### config.mk
export PLATFORM = sky130hd
export DESIGN_NAME = hilbertTransform
export DESIGN_NICKNAME = d
export VERILOG_FILES = /design/src/hdl/mfPkg.sv /design/src/hdl/hilbertTransform.sv
export VERILOG_INCLUDE_DIRS = /design/src /design/src/hdl
export SDC_FILE = /design/constraint.sdc
export NUM_CORES = 1
export LEC_CHECK = 0
export ABC_CLOCK_PERIOD_IN_PS = 5250
export BUFFER_PORTS_ARGS = -buffer_cell sky130_fd_sc_hd__buf_2
export CAP_MARGIN = 30
export CORE_MARGIN = 3
export CORE_UTILIZATION = 45
export CTS_BUF_LIST = sky130_fd_sc_hd__clkbuf_2
export DETAILED_ROUTE_END_ITERATION = 12
export PLACE_DENSITY_LB_ADDON = 0.15
export REMOVE_ABC_BUFFERS = 1
export SLEW_MARGIN = 10
export SYNTH_ARGS = -nofsm -noshare
export SYNTH_HDL_FRONTEND = slang
export SYNTH_SLANG_ARGS = --single-unit
export TNS_END_PERCENT = 5
### constraint.sdc
create_clock -name clock -period 5.25 [get_ports clock]
set_input_delay 0.525 -clock clock [delete_from_list [all_inputs] [get_ports clock]]
set_output_delay 0.525 -clock clock [all_outputs]
set_load 0.01 [all_outputs]
### src/hdl/mf_consts.svh
`ifndef MF_CONSTS_SVH
`define MF_CONSTS_SVH

// Data path widths in bits.
`define MF_SAMPLE_WIDTH   12
`define MF_ANALYTIC_WIDTH 16
`define MF_COEFF_WIDTH    12
`define MF_ACC_WIDTH      32
`define MF_ENV_WIDTH      33
`define MF_INDEX_WIDTH    16

`define MF_TAPS 8 // Correlator length.

// Wishbone register map, word addresses.
`define MF_ADR_WIDTH  5
`define MF_DATA_WIDTH 32
`define MF_ADDR_IMAG  8  // First imaginary coefficient.
`define MF_ADDR_RUN   16 // Control register, bit 0 is the run bit.

// Hilbert taps are -1, 0, -3, 0, 3, 0, 1, an antisymmetric set with two magnitudes.
`define MF_HT_LENGTH    7
`define MF_HT_DELAY     3 // Centre tap of the real path.
`define MF_HT_GAIN      4 // Real path gain, matches the imaginary DC-free gain.
`define MF_HT_TAP_INNER 3
`define MF_HT_TAP_OUTER 1

`endif

### src/hdl/mfPkg.sv
`include "mf_consts.svh"

package mfPkg;

	//////////////////////////////////////////////////
	// Control types
	//////////////////////////////////////////////////

	typedef enum logic {
		IDLE,
		RUN
	} mfStateT;

	// One classic Wishbone request as seen by the slave.
	typedef struct packed {
		logic cyc;
		logic stb;
		logic we;
		logic [`MF_ADR_WIDTH-1:0] adr;
		logic [`MF_DATA_WIDTH-1:0] dat;
	} wbRequestT;

	//////////////////////////////////////////////////
	// Sample types
	//////////////////////////////////////////////////

	typedef struct packed {
		logic signed [`MF_ANALYTIC_WIDTH-1:0] re;
		logic signed [`MF_ANALYTIC_WIDTH-1:0] im;
	} analyticT;

	typedef struct packed {
		logic signed [`MF_ACC_WIDTH-1:0] re;
		logic signed [`MF_ACC_WIDTH-1:0] im;
	} correlationT;

	typedef struct packed {
		logic signed [`MF_COEFF_WIDTH-1:0] re;
		logic signed [`MF_COEFF_WIDTH-1:0] im;
	} coeffT;

	typedef coeffT [`MF_TAPS-1:0] coeffBankT; // Element k multiplies z[n-k].

endpackage

### src/hdl/hilbertTransform.sv
`include "mf_consts.svh"

module hilbertTransform (
	input  logic clock,
	input  logic rstN,
	input  logic running,
	input  logic sampleValid,
	input  logic signed [`MF_SAMPLE_WIDTH-1:0] sample,
	output logic analyticValid,
	output mfPkg::analyticT analytic
);

	localparam int SampleWidth = `MF_SAMPLE_WIDTH;
	localparam int AnalyticWidth = `MF_ANALYTIC_WIDTH;
	localparam int Length = `MF_HT_LENGTH;

	logic accept;
	logic signed [SampleWidth-1:0] delayLine [1:Length-1]; // delayLine[k] holds x[n-k].
	logic signed [AnalyticWidth-1:0] window [0:Length-1];
	logic signed [AnalyticWidth-1:0] realNext;
	logic signed [AnalyticWidth-1:0] imagNext;

	assign accept = sampleValid && running;

	// Seven-sample window, the live input plus the stored history.
	always_comb begin
		window[0] = AnalyticWidth'(sample);
		for (int k = 1; k < Length; k++) begin
			window[k] = AnalyticWidth'(delayLine[k]);
		end
	end

	assign realNext = AnalyticWidth'(`MF_HT_GAIN * window[`MF_HT_DELAY]);

	// Odd taps are zero. The even taps pair up around the centre with opposite signs.
	assign imagNext = AnalyticWidth'(`MF_HT_TAP_OUTER * (window[Length-1] - window[0])
		+ `MF_HT_TAP_INNER * (window[Length-3] - window[2]));

	always_ff @(posedge clock) begin
		if (!rstN || !running) begin
			analyticValid <= 1'b0;
			analytic <= '0;
			for (int k = 1; k < Length; k++) begin
				delayLine[k] <= '0; // A new run starts from zero history.
			end
		end else begin
			analyticValid <= accept;
			if (accept) begin
				analytic.re <= realNext;
				analytic.im <= imagNext;
				delayLine[1] <= sample;
				for (int k = 2; k < Length; k++) begin
					delayLine[k] <= delayLine[k-1];
				end
			end
		end
	end

endmodule

==> reports/metrics.cfg <==
[clock_network]
clock_sinks = 101
h-tree-depth = 3
path_clk_slew_ns = 0.28
clockBufferDepth = 2
cts_tree = yes
root_buffer = clkbuf_2
cts_buffers = 9
clkLatencyLatePin_ns = 0.61
post_cts_resized = 0
hold_buffers = 0

[synth]
syn_avg_cell_area_sq_um = 10.93
yosys_register_bits = 101
synth_edf_count = 72
synthArstFlopShare_pct = 0
yosys.area.top_type = edfxtp_1
yosys-top-cells-area = edfxtp_1 (37%), dfxtp_1 (9.9%), fa_1 (9.6%)
synth_cell_types = 55
synth_flop_cell = edfxtp_1
synthCells = 535
synth_area_sq_mm = 0.005846
seq_area_frac_synth_pct = 46.92
yosysTopAreaCellShare_pct = 36.99
yosysWarningCount = 0

[layout]
nets = 670
drive_gt1_share_pct = 13.24
syn2layout_area_growth_pct = 9.268
utilization_pct = 50.41
n_fill_cell = 1197
layout.cells.non_filler = 761
num_antenna_cells = 0
ff_latch_area_sq_mm = 0.002743
multiInputGateArea_sq_mm = 0.002670

[sta]
period_share_pct = 93.35
fmax_mhz = 204.0
drv_slew = 0
timing.final.ws_setup_ns = 0.3491
setup_viol = 0
slew_headroom_pct = 65.31
worstMarginPinSlew_ns = 0.5196
setup-tns-final_ns = 0
finalHoldViolations = 0
fin_crit_ns = 4.901
final.setup_skew_ns = 0.02188
rsz0062_at_grt = no

[flow_run]
maxCapViolations = 0

[route]
dr.max_layer_used = met4
wl_per_cell_um = 14.13
wl_met3_um = 322
antenna_left = 0
dr.pass1.iters = 4
wl_um = 10760
wl_met1_um = 5307
viasPerCell = 4.895
dr_wl_met2_um = 4912
drc = 0
num_vias = 3725
first_iter_violations = 205

[place]
placed_cells = 742
dpl.hpwl_um = 7821
place_congestion = 0.8245
post-place-ws_ns = 0.3425
port_buffers = 46

[worst_setup_path]
worstPathArrival_ns = 5.42
cp-end-kind = register
path_class = reg -> reg
reg2reg_setup_slack_ns = 0.35
required_ns = 5.76
worstSetupStartpointType = register
cp_max_fo = 8

[floorplan]
die-area_sq_mm = 0.01439
core_region_area_sq_mm = 0.01267
die_w_um = 120.0
row_count = 41
io_pins = 49
initial_core_util_pct = 46.13
die_h_um = 120.0

[run_status]
status = finished clean

[global_route]
antenna_found_initial = 0
grt_pass1_vias = 3857
overflow = 0
track_usage_pct = 16.56
grt_pass1_wl_um = 18690
grt_max_degree = 57

[pwr]
p_leak_nw = 3.088
powerDensity_mw_per_mm2 = 440.0
p_total_mw = 2.810
vdd_ir_drop_max_mv = 0.2111

[min_path]
hp-class = in -> reg

[path summary, 6_finish.rpt]
kind / end / start / cells after the start
setup / recovery: analytic[14] / delayLine[2][0] / 20
hold / removal: delayLine[1][1] / sample[1] / 3
setup reg to reg: analytic[14] / delayLine[2][0] / 20
hold reg to reg: analytic[8] / analytic[8] / 2
[worst max-delay path, stage by stage, from the launching register on]
cell and delay (ns):
edfxtp_1 0.46, ha_1 0.24, fa_1 0.41, nand2b_1 0.19, a21oi_1 0.19, o31a_1 0.22, a21o_1 0.13, a21o_1 0.18
xor2_1 0.17, ha_1 0.25, inv_1 0.08, fa_1 0.44, fa_1 0.51, inv_1 0.04, ha_1 0.38, nand2_1 0.10
o21ai_0 0.11, or3_1 0.36, o21ai_1 0.15, xor2_1 0.14, o21ai_0 0.08
[registers in the layout, indices dropped and copies added (netlist names)]
register / cells
delayLine: 72
analytic: 28
analyticValid: 1
[through the flow]
step	hold slack (ns)	instance area, sq um
floorplan	0.4720	5774
global placement	0.4290	6252
detailed placement	0.4360	6252
CTS	0.1445	6337
global route	0.1497	6387
finish	0.2165	6387
[where the power goes]
part           total [mW]  internal (mW)  leakage (nW)  switching, mW
Combinational        1.54          0.644          1.96          0.898
Clock               0.327         0.0600        0.0609          0.267
Sequential          0.942          0.917          1.07         0.0254
Total                2.81           1.62          3.09           1.19
[synth_stat cells, drive strengths merged, types with 4 or more instances]
library cell  instances
xnor2                 8
edfxtp               72
nand4                 4
o31ai                 4
buf                   4
a21o                 17
dfxtp                29
nand3                 5
or3                   4
inv                  97
ha                   42
fa                   28
nand2                21
a21oi                11
and2                 48
clkbuf               12
nand2b                7
o21ai                24
nor2                 37
o21a                  6
xor2                 14
[cells by family (layout without fill, tap and decap cells)]
logic type      after synthesis  in the layout  share of synthesized area [%]
compound gates               92             92                          11.32
xor+xnor                     22             22                          3.425
fa+ha+maj                    70             70                          18.58
buf+inv                     113            166                          7.513
flops                       101            101                          46.92
mux                           1              1                         0.1712
other cells                   1              2                        0.06415
simple gates                135            135                          12.01
[layout by cell type, fill, tap and decap left out, types with 4 or more instances in the layout]
cell type / n
o21ai_0: 20
buf_4: 5
inv_1: 96
xnor2_1: 7
dfxtp_1: 29
nand2b_1: 7
and2_1: 48
or3_1: 4
nand2_1: 21
nor2_1: 35
ha_1: 42
nand4_1: 4
a21o_1: 17
xor2_1: 14
a21oi_1: 10
buf_2: 46
o21a_1: 6
fa_1: 28
nand3_1: 5
edfxtp_1: 72
clkbuf_2: 9
[per-layer routing]
| layer | global-route usage, % | vias to the layer above |
|---|---|---|
| met2 | 26.48 | 55 |
| li1 | - | 1872 |
| met5 | 0 | - |
| met1 | 22.23 | 1785 |
| met3 | 3.063 | 13 |
| met4 | 6.872 | 0 |
[what timing repair did]
action,4_1_cts,5_1_grt
endpoints found under the setup margin,0,1
setup buffers,0,1
hold endpoints to repair,0,0
[area by class of cell]
cell class | count | share of cell area, %
clock buffers | 9 | 0.7052
clock inverters | 7 | 0.6268
inverters | 97 | 5.700
multi-input cells | 322 | 41.80
flip-flops and latches | 101 | 42.94
well taps | 172 | 3.369
repair buffers | 53 | 4.858
Power figures use the tool's default switching activity.
