### src/hdl/mf_consts.svh
`ifndef MF_CONSTS_SVH
`define MF_CONSTS_SVH

// Data path widths in bits.
`define MF_SAMPLE_WIDTH   12
`define MF_ANALYTIC_WIDTH 16
`define MF_COEFF_WIDTH    12
`define MF_ACC_WIDTH      32
`define MF_ENV_WIDTH      33
`define MF_INDEX_WIDTH    16

`define MF_TAPS 8 // Correlator length.

// Wishbone register map, word addresses.
`define MF_ADR_WIDTH  5
`define MF_DATA_WIDTH 32
`define MF_ADDR_IMAG  8  // First imaginary coefficient.
`define MF_ADDR_RUN   16 // Control register, bit 0 is the run bit.

// Hilbert taps are -1, 0, -3, 0, 3, 0, 1, an antisymmetric set with two magnitudes.
`define MF_HT_LENGTH    7
`define MF_HT_DELAY     3 // Centre tap of the real path.
`define MF_HT_GAIN      4 // Real path gain, matches the imaginary DC-free gain.
`define MF_HT_TAP_INNER 3
`define MF_HT_TAP_OUTER 1

`endif

### src/hdl/mfPkg.sv
`include "mf_consts.svh"

package mfPkg;

	//////////////////////////////////////////////////
	// Control types
	//////////////////////////////////////////////////

	typedef enum logic {
		IDLE,
		RUN
	} mfStateT;

	// One classic Wishbone request as seen by the slave.
	typedef struct packed {
		logic cyc;
		logic stb;
		logic we;
		logic [`MF_ADR_WIDTH-1:0] adr;
		logic [`MF_DATA_WIDTH-1:0] dat;
	} wbRequestT;

	//////////////////////////////////////////////////
	// Sample types
	//////////////////////////////////////////////////

	typedef struct packed {
		logic signed [`MF_ANALYTIC_WIDTH-1:0] re;
		logic signed [`MF_ANALYTIC_WIDTH-1:0] im;
	} analyticT;

	typedef struct packed {
		logic signed [`MF_ACC_WIDTH-1:0] re;
		logic signed [`MF_ACC_WIDTH-1:0] im;
	} correlationT;

	typedef struct packed {
		logic signed [`MF_COEFF_WIDTH-1:0] re;
		logic signed [`MF_COEFF_WIDTH-1:0] im;
	} coeffT;

	typedef coeffT [`MF_TAPS-1:0] coeffBankT; // Element k multiplies z[n-k].

endpackage

### src/hdl/envelopeDetector.sv
`include "mf_consts.svh"

module envelopeDetector (
	input  logic clock,
	input  logic rstN,
	input  logic running,
	input  logic correlationValid,
	input  mfPkg::correlationT correlation,
	output logic envelopeValid,
	output logic [`MF_ENV_WIDTH-1:0] envelope,
	output logic [`MF_ENV_WIDTH-1:0] peakMagnitude,
	output logic [`MF_INDEX_WIDTH-1:0] peakIndex
);

	localparam int EnvWidth = `MF_ENV_WIDTH;
	localparam int IndexWidth = `MF_INDEX_WIDTH;

	logic [EnvWidth-1:0] magRe;
	logic [EnvWidth-1:0] magIm;
	logic [EnvWidth-1:0] envNext;
	logic [IndexWidth-1:0] count; // Index n of the next envelope in this run.

	// Widen before negating so that the most negative input has a valid magnitude.
	always_comb begin
		magRe = EnvWidth'(correlation.re);
		magIm = EnvWidth'(correlation.im);
		if (correlation.re < 0) magRe = -magRe;
		if (correlation.im < 0) magIm = -magIm;
		envNext = magRe + magIm;
	end

	always_ff @(posedge clock) begin
		if (!rstN || !running) begin
			envelopeValid <= 1'b0;
			envelope <= '0;
			peakMagnitude <= '0;
			peakIndex <= '0;
			count <= '0;
		end else begin
			envelopeValid <= correlationValid;
			if (correlationValid) begin
				envelope <= envNext;
				count <= count + 1'b1;
				if (envNext > peakMagnitude) begin // Strict compare keeps the first of equal peaks.
					peakMagnitude <= envNext;
					peakIndex <= count;
				end
			end
		end
	end

endmodule

### config.mk
export PLATFORM = sky130hd
export DESIGN_NAME = envelopeDetector
export DESIGN_NICKNAME = d
export VERILOG_FILES = /design/src/hdl/mfPkg.sv /design/src/hdl/envelopeDetector.sv
export VERILOG_INCLUDE_DIRS = /design/src /design/src/hdl
export SDC_FILE = /design/constraint.sdc
export NUM_CORES = 1
export LEC_CHECK = 0
export CORE_ASPECT_RATIO = 2
export CORE_MARGIN = 3
export CORE_UTILIZATION = 45
export CTS_BUF_LIST = sky130_fd_sc_hd__clkbuf_8
export CTS_CLUSTER_SIZE = 10
export DETAILED_ROUTE_END_ITERATION = 7
export DONT_BUFFER_PORTS = 1
export SLEW_MARGIN = 5
export SYNTH_ARGS = -nofsm -noshare
export SYNTH_HDL_FRONTEND = slang
export SYNTH_SLANG_ARGS = --single-unit
### constraint.sdc
create_clock -name clock -period 8 [get_ports clock]
set_clock_uncertainty 0.2 [all_clocks]
set_input_delay 1.2 -clock clock [delete_from_list [all_inputs] [get_ports clock]]
set_output_delay 1.2 -clock clock [all_outputs]
set_load 0.005 [all_outputs]
==> key figures <==
Global routing
  • Initial antenna violation count: 0
  • Vias in the first global route: 7000
  • Total gr overflow: 0
  • Largest net degree at the start of global routing: 83
  • First-pass GRT wire length: 36.2 mm
  • Global Route Usage Sum: 0.237

Clock network
  • Clk buf depth: 2
  • Worst-path clk slew: 90 ps
  • Hold-fix buffers, CTS: 0
  • Postcts setup bufs: 0
  • CTS Root Cell: clkbuf_8
  • Post_cts resized: 0
  • Total CTS buffers: 9
  • Htree depth: 3
  • Worst-Skew Late Latency: 360 ps
  • CTS tree: yes
  • Clock sink count: 99

Synthesis
  • Ranking of synthesized cells by area: dfxtp_1 (26%), ha_1 (11%), xnor2_1 (7.6%), mux2i_1 (5.6%), nand2_1 (4.2%)
  • Ys async rst share: 0
  • Yosys top cell by area: dfxtp_1
  • Post-Syn Instances: 971
  • Mean Syn Cell Area: 7.95 um2
  • Yosys top cell area share: 0.257
  • Register area share after synthesis: 0.257
  • Synthesized Nets: 1108
  • Post-synth cell types: 71
  • Cell area after synthesis: 7720 um2
  • Post-synth EDFFs: 0
  • Synth warnings: 0
  • Ys flop type: dfxtp_1
  • #FFs+latches synth: 99

Floorplan
  • Core area: 16800 um2
  • Initial Util: 0.460
  • Area of the die: 18900 um2
  • Ports: 151
  • Die width: 98.6 um
  • Die H: 191 um
  • Rows: 67

Drt
  • DRT Wirelength: 22.5 mm
  • Detailed Routing Iterations Pass 1: 5
  • Mean number of vias per cell: 5.94
  • DRT antenna net count: 0
  • # DRC: 0
  • Vias after detailed routing: 6933
  • WL/cell: 19.2 um
  • DRT iter0 DRCs: 351

Final layout
  • Fin nets: 1094
  • # diodes: 0
  • Area Overhead vs Synth: 5.11%
  • Storage cell area: 1980 um2
  • Multi-input gate area: 5350 um2
  • Fraction of layout cells with a size suffix above 1: 0.0531
  • Filler cell count: 1745

Placed design
  • Port buffer count: 0
  • Dpl hpwl: 18.1 mm
  • Pre-CTS WS: 296 ps
  • Routability cong.: 0.905

Timing
  • Measured slew at the worst slew-check pin: 931 ps
  • Final setup violation count: 0
  • Final hold viol count: 0
  • Setup_tns: 0 ps
  • Tmin final: 7350 ps
  • Max Clk Rate: 136 MHz
  • Period utilization: 0.918
  • Final slew viol count: 0
  • Setup ws final: 652 ps
  • Max_slew headroom: 0.371
  • RSZ-0062 raised after global routing: no

Setup path
  • CP peak stage delay: 600 ps
  • Slowest CP cell: nor4_1
  • Worst Path Buf+Inv: 4
  • WP data arrival: 7350 ps
  • CP delay by family, top: compound AO/OA/AOI/OAI gates
  • Crit. End Element: register
  • Crit path cell chain: nor4_1 > nand3_1 > or3_1 > nand2b_1 > nand2_1 > xnor2_1 > ha_1 > a21oi_1 > o21ai_0 > a221o_1 > a221oi_1 > inv_1 > nor3_1 > nor2_1 > ha_1 > nand4_1 > inv_1 > a221oi_1 > o21ai_0 > buf_4 > o311ai_4 > buf_4 > mux2i_1 > nor2_1
  • Setup Crit Path Kind: in2reg
  • CP Data Required Time: 8010 ps
  • Worst-path fanout max: 11
  • Setup crit start kind: input port

Run
  • Max cap viols: 0

Pwr
  • VDD IR max: 0.213 mV
  • Pleak: 0.00314 uW
  • Pwr dens: 204 nW/um2

Min path
  • Hold crit path type: reg2reg

Outcome
  • Status: finished clean
## layout by cell type, fill, tap and decap left out, types with 5 or more instances in the layout
master / netlist / routed
nor3_1: 14 / 14
and2_1: 9 / 9
nor4_1: 5 / 5
or3_1: 10 / 10
mux2i_1: 43 / 43
clkbuf_8: 0 / 10
nand2b_1: 9 / 9
xnor2_1: 67 / 67
o22ai_1: 10 / 10
nand4_1: 18 / 18
and3_1: 12 / 12
buf_4: 2 / 13
o21bai_1: 5 / 5
nand3_1: 48 / 48
o21ai_0: 47 / 47
ha_1: 68 / 68
a211oi_1: 9 / 9
a21boi_0: 5 / 5
o31ai_1: 19 / 19
a21oi_1: 65 / 65
dfxtp_1: 99 / 99
nand2_1: 87 / 86
a21o_1: 26 / 26
inv_1: 61 / 62
nor2_1: 87 / 87
xor2_1: 19 / 19
o211ai_1: 11 / 11
o41ai_1: 6 / 6
## report_power, final
group          leakage (uW)  internal (uW)  switching [uW]
Sequential         0.000803            525            35.9
Combinational       0.00225            328             475
Clock             0.0000816            118             173
## stage by stage
step           power (uW)  cells  hold WS, ps  cell area, um2  utilization
2_1_floorplan        1160    971          262            7720            -
6_report             1650   1168          307            8110        0.484
3_5_place_dp         1370   1153          297            7950        0.474
5_1_grt              1790   1168          341            8110        0.484
3_3_place_gp         1370   1153          294            7950        0.474
4_1_cts              1660   1168          315            8110        0.484
## layout make-up
type	count	area share
Clock inverter	5	0.00386
Tap cell	207	0.0319
Inverter	62	0.0287
Clock buffer	10	0.0170
Timing Repair Buffer	14	0.0145
Sequential cell	99	0.244
Multi-Input combinational cell	771	0.660
## path summary, 6_finish.rpt
kind                            cells after the start  slack [ps]              start      endpoint
worst max register to register                     11        4850  peakMagnitude[28]  peakIndex[0]
worst min-delay path                                2         310           count[8]      count[8]
worst max-delay path                               24         650    correlation[36]  peakIndex[0]
worst min register to register                      2         310           count[8]      count[8]
## cells by family after synthesis
group / after synthesis / synth area share
xor gates and xnor gates: 86 / 0.0976
muxes: 44 / 0.0572
DFF: 99 / 0.257
and+or+nand+nor: 325 / 0.207
AOI/OAI and AO/OA: 247 / 0.217
adders and majority gates: 69 / 0.113
buffers and inverters: 101 / 0.0515
## tightest hold or removal path: stages (launching register included)
cell     delay [ps]
dfxtp_1         340
o21ai_0          70
a21oi_1          60
## synthesized netlist by cell type, drive strengths merged, types with 2 or more instances
cell	instances
nand2	87
a31o	2
dfxtp	99
nand3	48
a32oi	2
a2111oi	4
nand2b	11
buf	14
nand4b	2
o22ai	10
or3	14
a211o	2
o21bai	5
nand4	18
o211ai	11
o311ai	3
and3	12
nand3b	2
a32o	2
o21ai	47
nor3	14
o31ai	20
nor2	87
a22o	2
mux2i	43
or4b	2
a21o	26
o2111ai	4
o31a	3
a21oi	65
a221oi	4
a211oi	9
xnor2	67
a21boi	5
nor4	7
xor2	19
a2111o	3
or4	6
o311a	3
ha	68
o41ai	8
inv	61
clkbuf	25
and2	10
## layer usage
layer	vias up	GRT usage	routed length, um
li1	3463	-	-
met1	3271	0.258	8430
met2	165	0.451	12100
met3	34	0.0453	1340
met4	0	0.0752	612
met5	-	0	0
## sequential cells by signal, summed over array words and instances, names as in the netlist
name and count:
count 16, envelope 33, envelopeValid 1, peakIndex 16
peakMagnitude 33
Note: power is estimated with default switching activity, not from simulation.
