`config.mk`:
```
export PLATFORM = sky130hd
export DESIGN_NAME = mfRegisterBank
export DESIGN_NICKNAME = d
export VERILOG_FILES = /design/src/hdl/mfPkg.sv /design/src/hdl/mfRegisterBank.sv
export VERILOG_INCLUDE_DIRS = /design/src /design/src/hdl
export SDC_FILE = /design/constraint.sdc
export NUM_CORES = 1
export LEC_CHECK = 0
export ABC_CLOCK_PERIOD_IN_PS = 1980
export BUFFER_PORTS_ARGS = -buffer_cell sky130_fd_sc_hd__buf_2
export CAP_MARGIN = 20
export CORE_MARGIN = 8
export CORE_UTILIZATION = 35
export DETAILED_ROUTE_END_ITERATION = 10
export PLACE_DENSITY = 0.56
export SYNTH_ARGS = -nofsm -noshare
export SYNTH_HDL_FRONTEND = slang
export SYNTH_SLANG_ARGS = --single-unit
```
`constraint.sdc`:
```
create_clock -name clock -period 1.98 [get_ports clock]
set_input_delay 0.198 -clock clock [delete_from_list [all_inputs] [get_ports clock]]
set_output_delay 0.198 -clock clock [all_outputs]
set_load 0.01 [all_outputs]
```
`src/hdl/mf_consts.svh`:
```
`ifndef MF_CONSTS_SVH
`define MF_CONSTS_SVH

// Data path widths in bits.
`define MF_SAMPLE_WIDTH   12
`define MF_ANALYTIC_WIDTH 16
`define MF_COEFF_WIDTH    12
`define MF_ACC_WIDTH      32
`define MF_ENV_WIDTH      33
`define MF_INDEX_WIDTH    16

`define MF_TAPS 8 // Correlator length.

// Wishbone register map, word addresses.
`define MF_ADR_WIDTH  5
`define MF_DATA_WIDTH 32
`define MF_ADDR_IMAG  8  // First imaginary coefficient.
`define MF_ADDR_RUN   16 // Control register, bit 0 is the run bit.

// Hilbert taps are -1, 0, -3, 0, 3, 0, 1, an antisymmetric set with two magnitudes.
`define MF_HT_LENGTH    7
`define MF_HT_DELAY     3 // Centre tap of the real path.
`define MF_HT_GAIN      4 // Real path gain, matches the imaginary DC-free gain.
`define MF_HT_TAP_INNER 3
`define MF_HT_TAP_OUTER 1

`endif

```
`src/hdl/mfPkg.sv`:
```
`include "mf_consts.svh"

package mfPkg;

	//////////////////////////////////////////////////
	// Control types
	//////////////////////////////////////////////////

	typedef enum logic {
		IDLE,
		RUN
	} mfStateT;

	// One classic Wishbone request as seen by the slave.
	typedef struct packed {
		logic cyc;
		logic stb;
		logic we;
		logic [`MF_ADR_WIDTH-1:0] adr;
		logic [`MF_DATA_WIDTH-1:0] dat;
	} wbRequestT;

	//////////////////////////////////////////////////
	// Sample types
	//////////////////////////////////////////////////

	typedef struct packed {
		logic signed [`MF_ANALYTIC_WIDTH-1:0] re;
		logic signed [`MF_ANALYTIC_WIDTH-1:0] im;
	} analyticT;

	typedef struct packed {
		logic signed [`MF_ACC_WIDTH-1:0] re;
		logic signed [`MF_ACC_WIDTH-1:0] im;
	} correlationT;

	typedef struct packed {
		logic signed [`MF_COEFF_WIDTH-1:0] re;
		logic signed [`MF_COEFF_WIDTH-1:0] im;
	} coeffT;

	typedef coeffT [`MF_TAPS-1:0] coeffBankT; // Element k multiplies z[n-k].

endpackage

```
`src/hdl/mfRegisterBank.sv`:
```
`include "mf_consts.svh"

module mfRegisterBank (
	input  logic clock,
	input  logic rstN,
	input  mfPkg::wbRequestT wbRequest,
	output logic [31:0] wbDatOut,
	output logic wbAck,
	output mfPkg::coeffBankT coeffs,
	output logic running
);

	localparam int AdrWidth = `MF_ADR_WIDTH;
	localparam int DataWidth = `MF_DATA_WIDTH;
	localparam int CoeffWidth = `MF_COEFF_WIDTH;
	localparam int TapBits = $clog2(`MF_TAPS);
	localparam logic [AdrWidth-1:0] AddrImag = AdrWidth'(`MF_ADDR_IMAG);
	localparam logic [AdrWidth-1:0] AddrRun = AdrWidth'(`MF_ADDR_RUN);

	mfPkg::mfStateT state;
	mfPkg::mfStateT nextState;
	logic request;
	logic writeRun;
	logic writeCoeff;
	logic [TapBits-1:0] tap;
	logic [DataWidth-1:0] readValue;

	// A transfer is taken once, in the cycle before its acknowledge.
	assign request = wbRequest.cyc && wbRequest.stb && !wbAck;
	assign writeRun = request && wbRequest.we && (wbRequest.adr == AddrRun);
	assign writeCoeff = request && wbRequest.we && (wbRequest.adr < AddrRun)
		&& (state == mfPkg::IDLE); // Coefficients are frozen during a run.
	assign tap = wbRequest.adr[TapBits-1:0];
	assign running = (state == mfPkg::RUN);

	//////////////////////////////////////////////////
	// Run control FSM
	//////////////////////////////////////////////////

	always_comb begin
		nextState = state;
		case (state)
			mfPkg::IDLE: begin
				if (writeRun && wbRequest.dat[0]) nextState = mfPkg::RUN;
			end
			mfPkg::RUN: begin
				if (writeRun && !wbRequest.dat[0]) nextState = mfPkg::IDLE;
			end
			default: nextState = mfPkg::IDLE;
		endcase
	end

	// Coefficient halves come back sign-extended to the bus width.
	always_comb begin
		readValue = '0;
		if (wbRequest.adr == AddrRun) begin
			readValue = DataWidth'(running);
		end else if (wbRequest.adr < AddrImag) begin
			readValue = DataWidth'($signed(coeffs[tap].re));
		end else if (wbRequest.adr < AddrRun) begin
			readValue = DataWidth'($signed(coeffs[tap].im));
		end
	end

	always_ff @(posedge clock) begin
		if (!rstN) begin
			wbAck <= 1'b0;
			state <= mfPkg::IDLE;
			coeffs <= '0;
		end else begin
			wbAck <= request; // Single-cycle acknowledge.
			state <= nextState;
			if (writeCoeff) begin
				if (wbRequest.adr < AddrImag) begin
					coeffs[tap].re <= wbRequest.dat[CoeffWidth-1:0];
				end else begin
					coeffs[tap].im <= wbRequest.dat[CoeffWidth-1:0];
				end
			end
		end
	end

	always_ff @(posedge clock) begin
		if (request) wbDatOut <= readValue; // Valid together with wbAck.
	end

endmodule

```
==> flow_metrics.tcl, run 1 <==
set metrics [dict create \
    outcome "finished clean" \
    gp_congestion 0.781 \
    synth_area_mm2 0.0100 \
    fin_tns_setup_ns 0 \
    ir_drop_mv 0.541 \
    instances_no_fill 1532 \
    r2r_start "wbAck" \
    cts_made_buffers 25 \
    final_cell_mix "buf_2 (245), mux2i_1 (212), nor2b_1 (196)" \
    n_antenna_cell 0 \
    clk_pin_slew_ns 0.06 \
    ys_seq_area_frac 0.423 \
    pwr-share-clk 0.494 \
    fin_crit_ns 1.82 \
    htree_levels 1 \
    powerDensity_mw_per_mm2 768 \
    grt_overflow_total 0 \
    tightestPinTransition_ns 0.614 \
    synth_area_leaders "dfxtp_1 (39%), mux2i_1 (21%), nor2b_1 (12%)" \
    switchingPower_w 0.00230 \
    min_path_type "in -> reg" \
    fmax_mhz 550 \
    place_hpwl_um 25200 \
    portBuffers 247 \
    design.die.area_mm2 0.0343 \
    clock_tree.root_cell "clkbuf_16" \
    antenna_found_initial 0 \
    cts_tree "built" \
    grt_pass1_vias 7678 \
    drc 0 \
    seqCellArea_mm2 0.00424 \
    max_slew_margin 0.589 \
    crit_family "simple AND/OR/NAND/NOR gates" \
    maxCapViolations 0 \
    swShare 0.236 \
    synth_fp_nets 937 \
    setup_viol 0 \
    synth_top_area_share 0.387 \
    yosysWarnings 0 \
    critPathSlowestCell "and3b_2" \
    endpoint_kind "flip-flop" \
    wl_per_cell_um 22.9 \
    rsz0062_at_grt "false" \
    nNetsFinal 1171 \
    num_rows 62 \
    critPathKind "reg -> reg" \
    power_frac_comb 0.073 \
    grt_usage 0.198 \
    dr.pass1.iters 4 \
    final-hold-violation-count 0 \
    area_growth_pct 26.7 \
    cts_resized 0 \
    cts_max_path_buffers 3 \
    grt_max_degree 85 \
    holdPathStages 2 \
    ctsHoldBuffers 0 \
    path_buf_inv 1 \
    worstPathCellList "and3b_2 -> buf_12 -> nand4_4 -> mux2i_1 -> nor2b_1" \
    reg2reg_slack_ns 0.16 \
    synth-main-ff-cell "dfxtp_1" \
    hold_end "wbDatOut[10]" \
    finalCritPeriodShare 0.918 \
    core_mm2 0.0285 \
    ys_ff_latch 206 \
    cp-start-kind "flip-flop" \
    vias 7629 \
    min-delay-start "wbRequest[36]" \
    start_util 0.352 \
    worst-path-stages 5 \
    drv_slew 0 \
    p_total_w 0.00975 \
    drt_iter0_markers 425 \
    synth_top_area_cell "dfxtp_1" \
    synth_enable_flop_cells 12 \
    clock_sinks 206 \
    ios 268 \
    required_ns 2.40 \
    grt_pass1_wl_um 51500 \
    skew_ns 0.00671 \
    synthArstFlopShare 0 \
    dp.cells 1486 \
    viasPerCell 4.98 \
    seq_power_share 0.433 \
    dieHeight_um 185 \
    drive_gt1_frac 0.340 \
    rr_endpoint "coeffs[163]" \
    fp.dieW_um 185 \
    p_int_w 0.00745 \
    antenna_left 0 \
    arrival_ns 2.24 \
    ys_types 50 \
    reg2reg_depth 5 \
    max_stage_delay_ns 0.47 \
    layout_commonest_cell "buf_2" \
    avgSynthCellArea_um2 11.2 \
    leakagePower_nw 6.10 \
    post-cts-setup-buffer-count 0 \
    synth_cells 895 \
    nFillCells 2761 \
    routed_wl_um 35100 \
    worstPathMaxFanout 12 \
    multi_input_area_mm2 0.00509 \
    clock_latency_ns 0.53 \
]
[metrics by stage]
step	hold slack, ns	setup WS [ns]	area [um2]	utilization
floorplan	0.364	0.285	10000	-
global placement	0.515	0.0199	11800	0.415
detailed placement	0.523	-0.0110	11800	0.415
CTS	0.112	0.179	12700	0.446
global route	0.138	0.107	12700	0.446
finish	0.126	0.162	12700	0.446
[Yosys cell counts (6+ instances only)]
master,instances
a21oi_1,8
buf_6,20
inv_1,6
clkbuf_1,38
mux2_1,21
nor2b_1,196
dfxtp_1,194
a22oi_1,6
buf_2,17
mux4_2,16
edfxtp_1,12
a221oi_1,17
nand4_4,10
nand2_1,9
o221ai_1,6
buf_4,29
mux2i_1,212
[metal layers]
| layer | track usage | vias to the layer above | part of all wire |
|---|---|---|---|
| li1 | - | 3622 | - |
| met1 | 0.263 | 3719 | 0.45 |
| met2 | 0.314 | 250 | 0.44 |
| met3 | 0.0571 | 38 | 0.083 |
| met4 | 0.0439 | 0 | 0.019 |
| met5 | 0 | - | 0 |
[flip-flops by register name (all words and copies together), names as in the netlist, named ones only]
register / flops
wbDatOut: 12
wbAck: 1
coeffs: 192
[final cells by class]
cell class	instances	share of cell area
Multi-Input combinational cell	578	0.401
Sequential cell	206	0.334
Timing Repair Buffer	311	0.156
Clock buffer	38	0.0612
Tap cell	384	0.0378
Clock inverter	8	0.00739
Inverter	7	0.00207
[kinds of logic (layout without fill, tap and decap cells)]
logic type | count (synthesis) | after routing | synth area share
AND/OR/NAND/NOR | 249 | 249 | 0.173
multiplexers | 251 | 251 | 0.273
AO/OA/AOI/OAI | 78 | 78 | 0.0611
buffers and inverters | 111 | 364 | 0.0695
flip-flops | 206 | 206 | 0.423
[power by group through the flow]
stage                     combinational (W)  sequential [W]  clock (W)
after global placement             0.000713         0.00432          0
after CTS                          0.000715         0.00422    0.00493
final                              0.000710         0.00423    0.00482
after detailed placement           0.000713         0.00432          0
after floorplan                    0.000414         0.00432          0
after global routing               0.000752         0.00423    0.00509
[worst reg2reg max path: cells and delay by family, from the launching register on]
family | cells | cell delay [ns]
buf+inv | 1 | 0.22
mux | 1 | 0.30
simple gates | 3 | 0.90
flops | 1 | 0.30
[how the worst max path moves through the flow]
| stage | from | to | slack [ns] |
|---|---|---|---|
| 6_report | wbAck | coeffs[163] | 0.16 |
| 5_1_grt | wbAck | coeffs[160] | 0.11 |
| 4_1_cts | wbAck | coeffs[160] | 0.18 |
| 3_5_place_dp | wbRequest[32] | wbDatOut[2] | -0.01 |
| 3_3_place_gp | wbRequest[32] | wbDatOut[0] | 0.02 |
| 2_1_floorplan | wbRequest[34] | wbDatOut[4] | 0.29 |
No activity file was read; power rests on OpenSTA's default activity.
==> run 2: changes to the inputs <==
--- a/config.mk
+++ b/config.mk
@@ -9,7 +9,7 @@
 export ABC_CLOCK_PERIOD_IN_PS = 1980
 export BUFFER_PORTS_ARGS = -buffer_cell sky130_fd_sc_hd__buf_2
 export CAP_MARGIN = 20
-export CORE_MARGIN = 8
+export CORE_MARGIN = 2
 export CORE_UTILIZATION = 35
 export DETAILED_ROUTE_END_ITERATION = 10
 export PLACE_DENSITY = 0.56
==> run 2 against run 1 <==
Routed wire length is 4.0% lower; die area is 13% lower; register-to-register slack better by 0.07 ns; clock-buffer cell count is 4 lower; final area is 1.6% lower; clock power is 15% lower; combinational power hardly changed; largest power group is now sequential cells; clock skew is 0.0083 ns higher; critical path depth stayed put.
==> flow_metrics.tcl, run 2 (synthesis gave the netlist of run 1 again) <==
set metrics [dict create \
    drv_slew 0 \
    max_slew_margin 0.628 \
    gp_congestion 0.771 \
    cp-start-kind "flip-flop" \
    fmax_mhz 573 \
    finalCritPeriodShare 0.882 \
    tightestPinTransition_ns 0.556 \
    fin_tns_setup_ns 0 \
    rsz0062_at_grt "false" \
    place_hpwl_um 23900 \
    critPathSlowestCell "dfxtp_1" \
    wl_per_cell_um 22.1 \
    fin_crit_ns 1.75 \
    grt_usage 0.218 \
    endpoint_kind "flip-flop" \
    num_rows 61 \
    dr.pass1.iters 5 \
    leakagePower_nw 6.00 \
    clock_sinks 206 \
    max_stage_delay_ns 0.39 \
    final_cell_mix "buf_2 (245), mux2i_1 (212), nor2b_1 (196)" \
    post-cts-setup-buffer-count 0 \
    ios 268 \
    worstPathMaxFanout 16 \
    fp.dieW_um 173 \
    seqCellArea_mm2 0.00424 \
    area_growth_pct 24.6 \
    drc 0 \
    worstPathCellList "nor3b_4 -> buf_12 -> nand4_4 -> mux2i_1 -> nor2b_1" \
    p_total_w 0.00904 \
    setup_viol 0 \
    reg_top3 "coeffs: 192 flops, wbDatOut: 12 flops, wbAck: 1 flops" \
    critPathKind "reg -> reg" \
    ir_drop_mv 0.458 \
    cts_max_path_buffers 3 \
    antenna_found_initial 0 \
    final-hold-violation-count 0 \
    grt_max_degree 69 \
    nFillCells 2740 \
    clock_latency_ns 0.53 \
    viasPerCell 5.02 \
    skew_ns 0.0151 \
    largest_reg_flops 192 \
    ctsHoldBuffers 0 \
    min_path_type "in -> reg" \
    core_mm2 0.0280 \
    grt_pass1_wl_um 50300 \
    cts_tree "built" \
    cts_made_buffers 25 \
    nNetsFinal 1173 \
    powerDensity_mw_per_mm2 723 \
    drive_gt1_frac 0.330 \
    grt_overflow_total 0 \
    multi_input_area_mm2 0.00509 \
    antenna_left 0 \
    largest-register "coeffs" \
    drt_iter0_markers 436 \
    post-route-util 0.446 \
    layout_commonest_cell "buf_2" \
    cts_resized 0 \
    routed_wl_um 33700 \
    vias 7652 \
    grt_pass1_vias 7599 \
    start_util 0.358 \
    portBuffers 247 \
    arrival_ns 2.16 \
    required_ns 2.39 \
    htree_levels 1 \
    clock_tree.root_cell "clkbuf_16" \
    clk_pin_slew_ns 0.06 \
    outcome "finished clean" \
    n_antenna_cell 0 \
    dieHeight_um 173 \
    maxCapViolations 0 \
    design.die.area_mm2 0.0300 \
]
run 2: cell count changes in the layout (fill, tap and decap cells not counted), sizes merged:
cell    previous run  this run
clkinv             5         8
clkbuf            38        34
bufinv             2         0
buf              311       313
run 2: power by group:
part | internal (W) | switching [W] | leakage [nW] | total (W)
Sequential | 0.00421 | 0.0000173 | 1.67 | 0.00423
Combinational | 0.000288 | 0.000419 | 3.98 | 0.000707
Clock | 0.00234 | 0.00177 | 0.344 | 0.00410
run 2: per-layer routing:
layer,routed length [um],up-vias,GRT usage
met2,15400,286,0.352
met4,618,0,0.0431
met1,14900,3696,0.288
met3,2840,40,0.0686
li1,-,3630,-
met5,0,-,0
run 2: worst paths after layout:
path	startpoint	to	slack [ns]	cells past startpoint
hold / removal	wbRequest[5]	coeffs[17]	0.14	3
hold reg to reg	coeffs[130]	coeffs[130]	0.53	2
setup / recovery	flip-flop	coeffs[92]	0.23	5
setup reg to reg	flip-flop	coeffs[92]	0.23	5
run 2: cell type report:
type	instances	area share
inverters	7	0.00210
multi-input cells	578	0.408
clock buffers	34	0.0536
well taps	378	0.0378
clock inverters	9	0.00320
repair buffers	313	0.156
flip-flops and latches	206	0.340
run 2: through the flow:
stage               worst slack (ns)  hold slack [ns]  cells  cell area (um2)
finish                         0.234            0.142   1525            12500
global placement              0.0537            0.513   1482            11800
detailed placement            0.0266            0.525   1482            11800
global route                   0.146            0.143   1525            12500
CTS                            0.239            0.123   1525            12500
floorplan                      0.285            0.364    895            10000
run 2: critical path: cells and delay by family (launching register included):
kind	cells	cell delay, ns
buffers and inverters	1	0.21
muxes	1	0.29
DFF	1	0.39
and+or+nand+nor	3	0.73
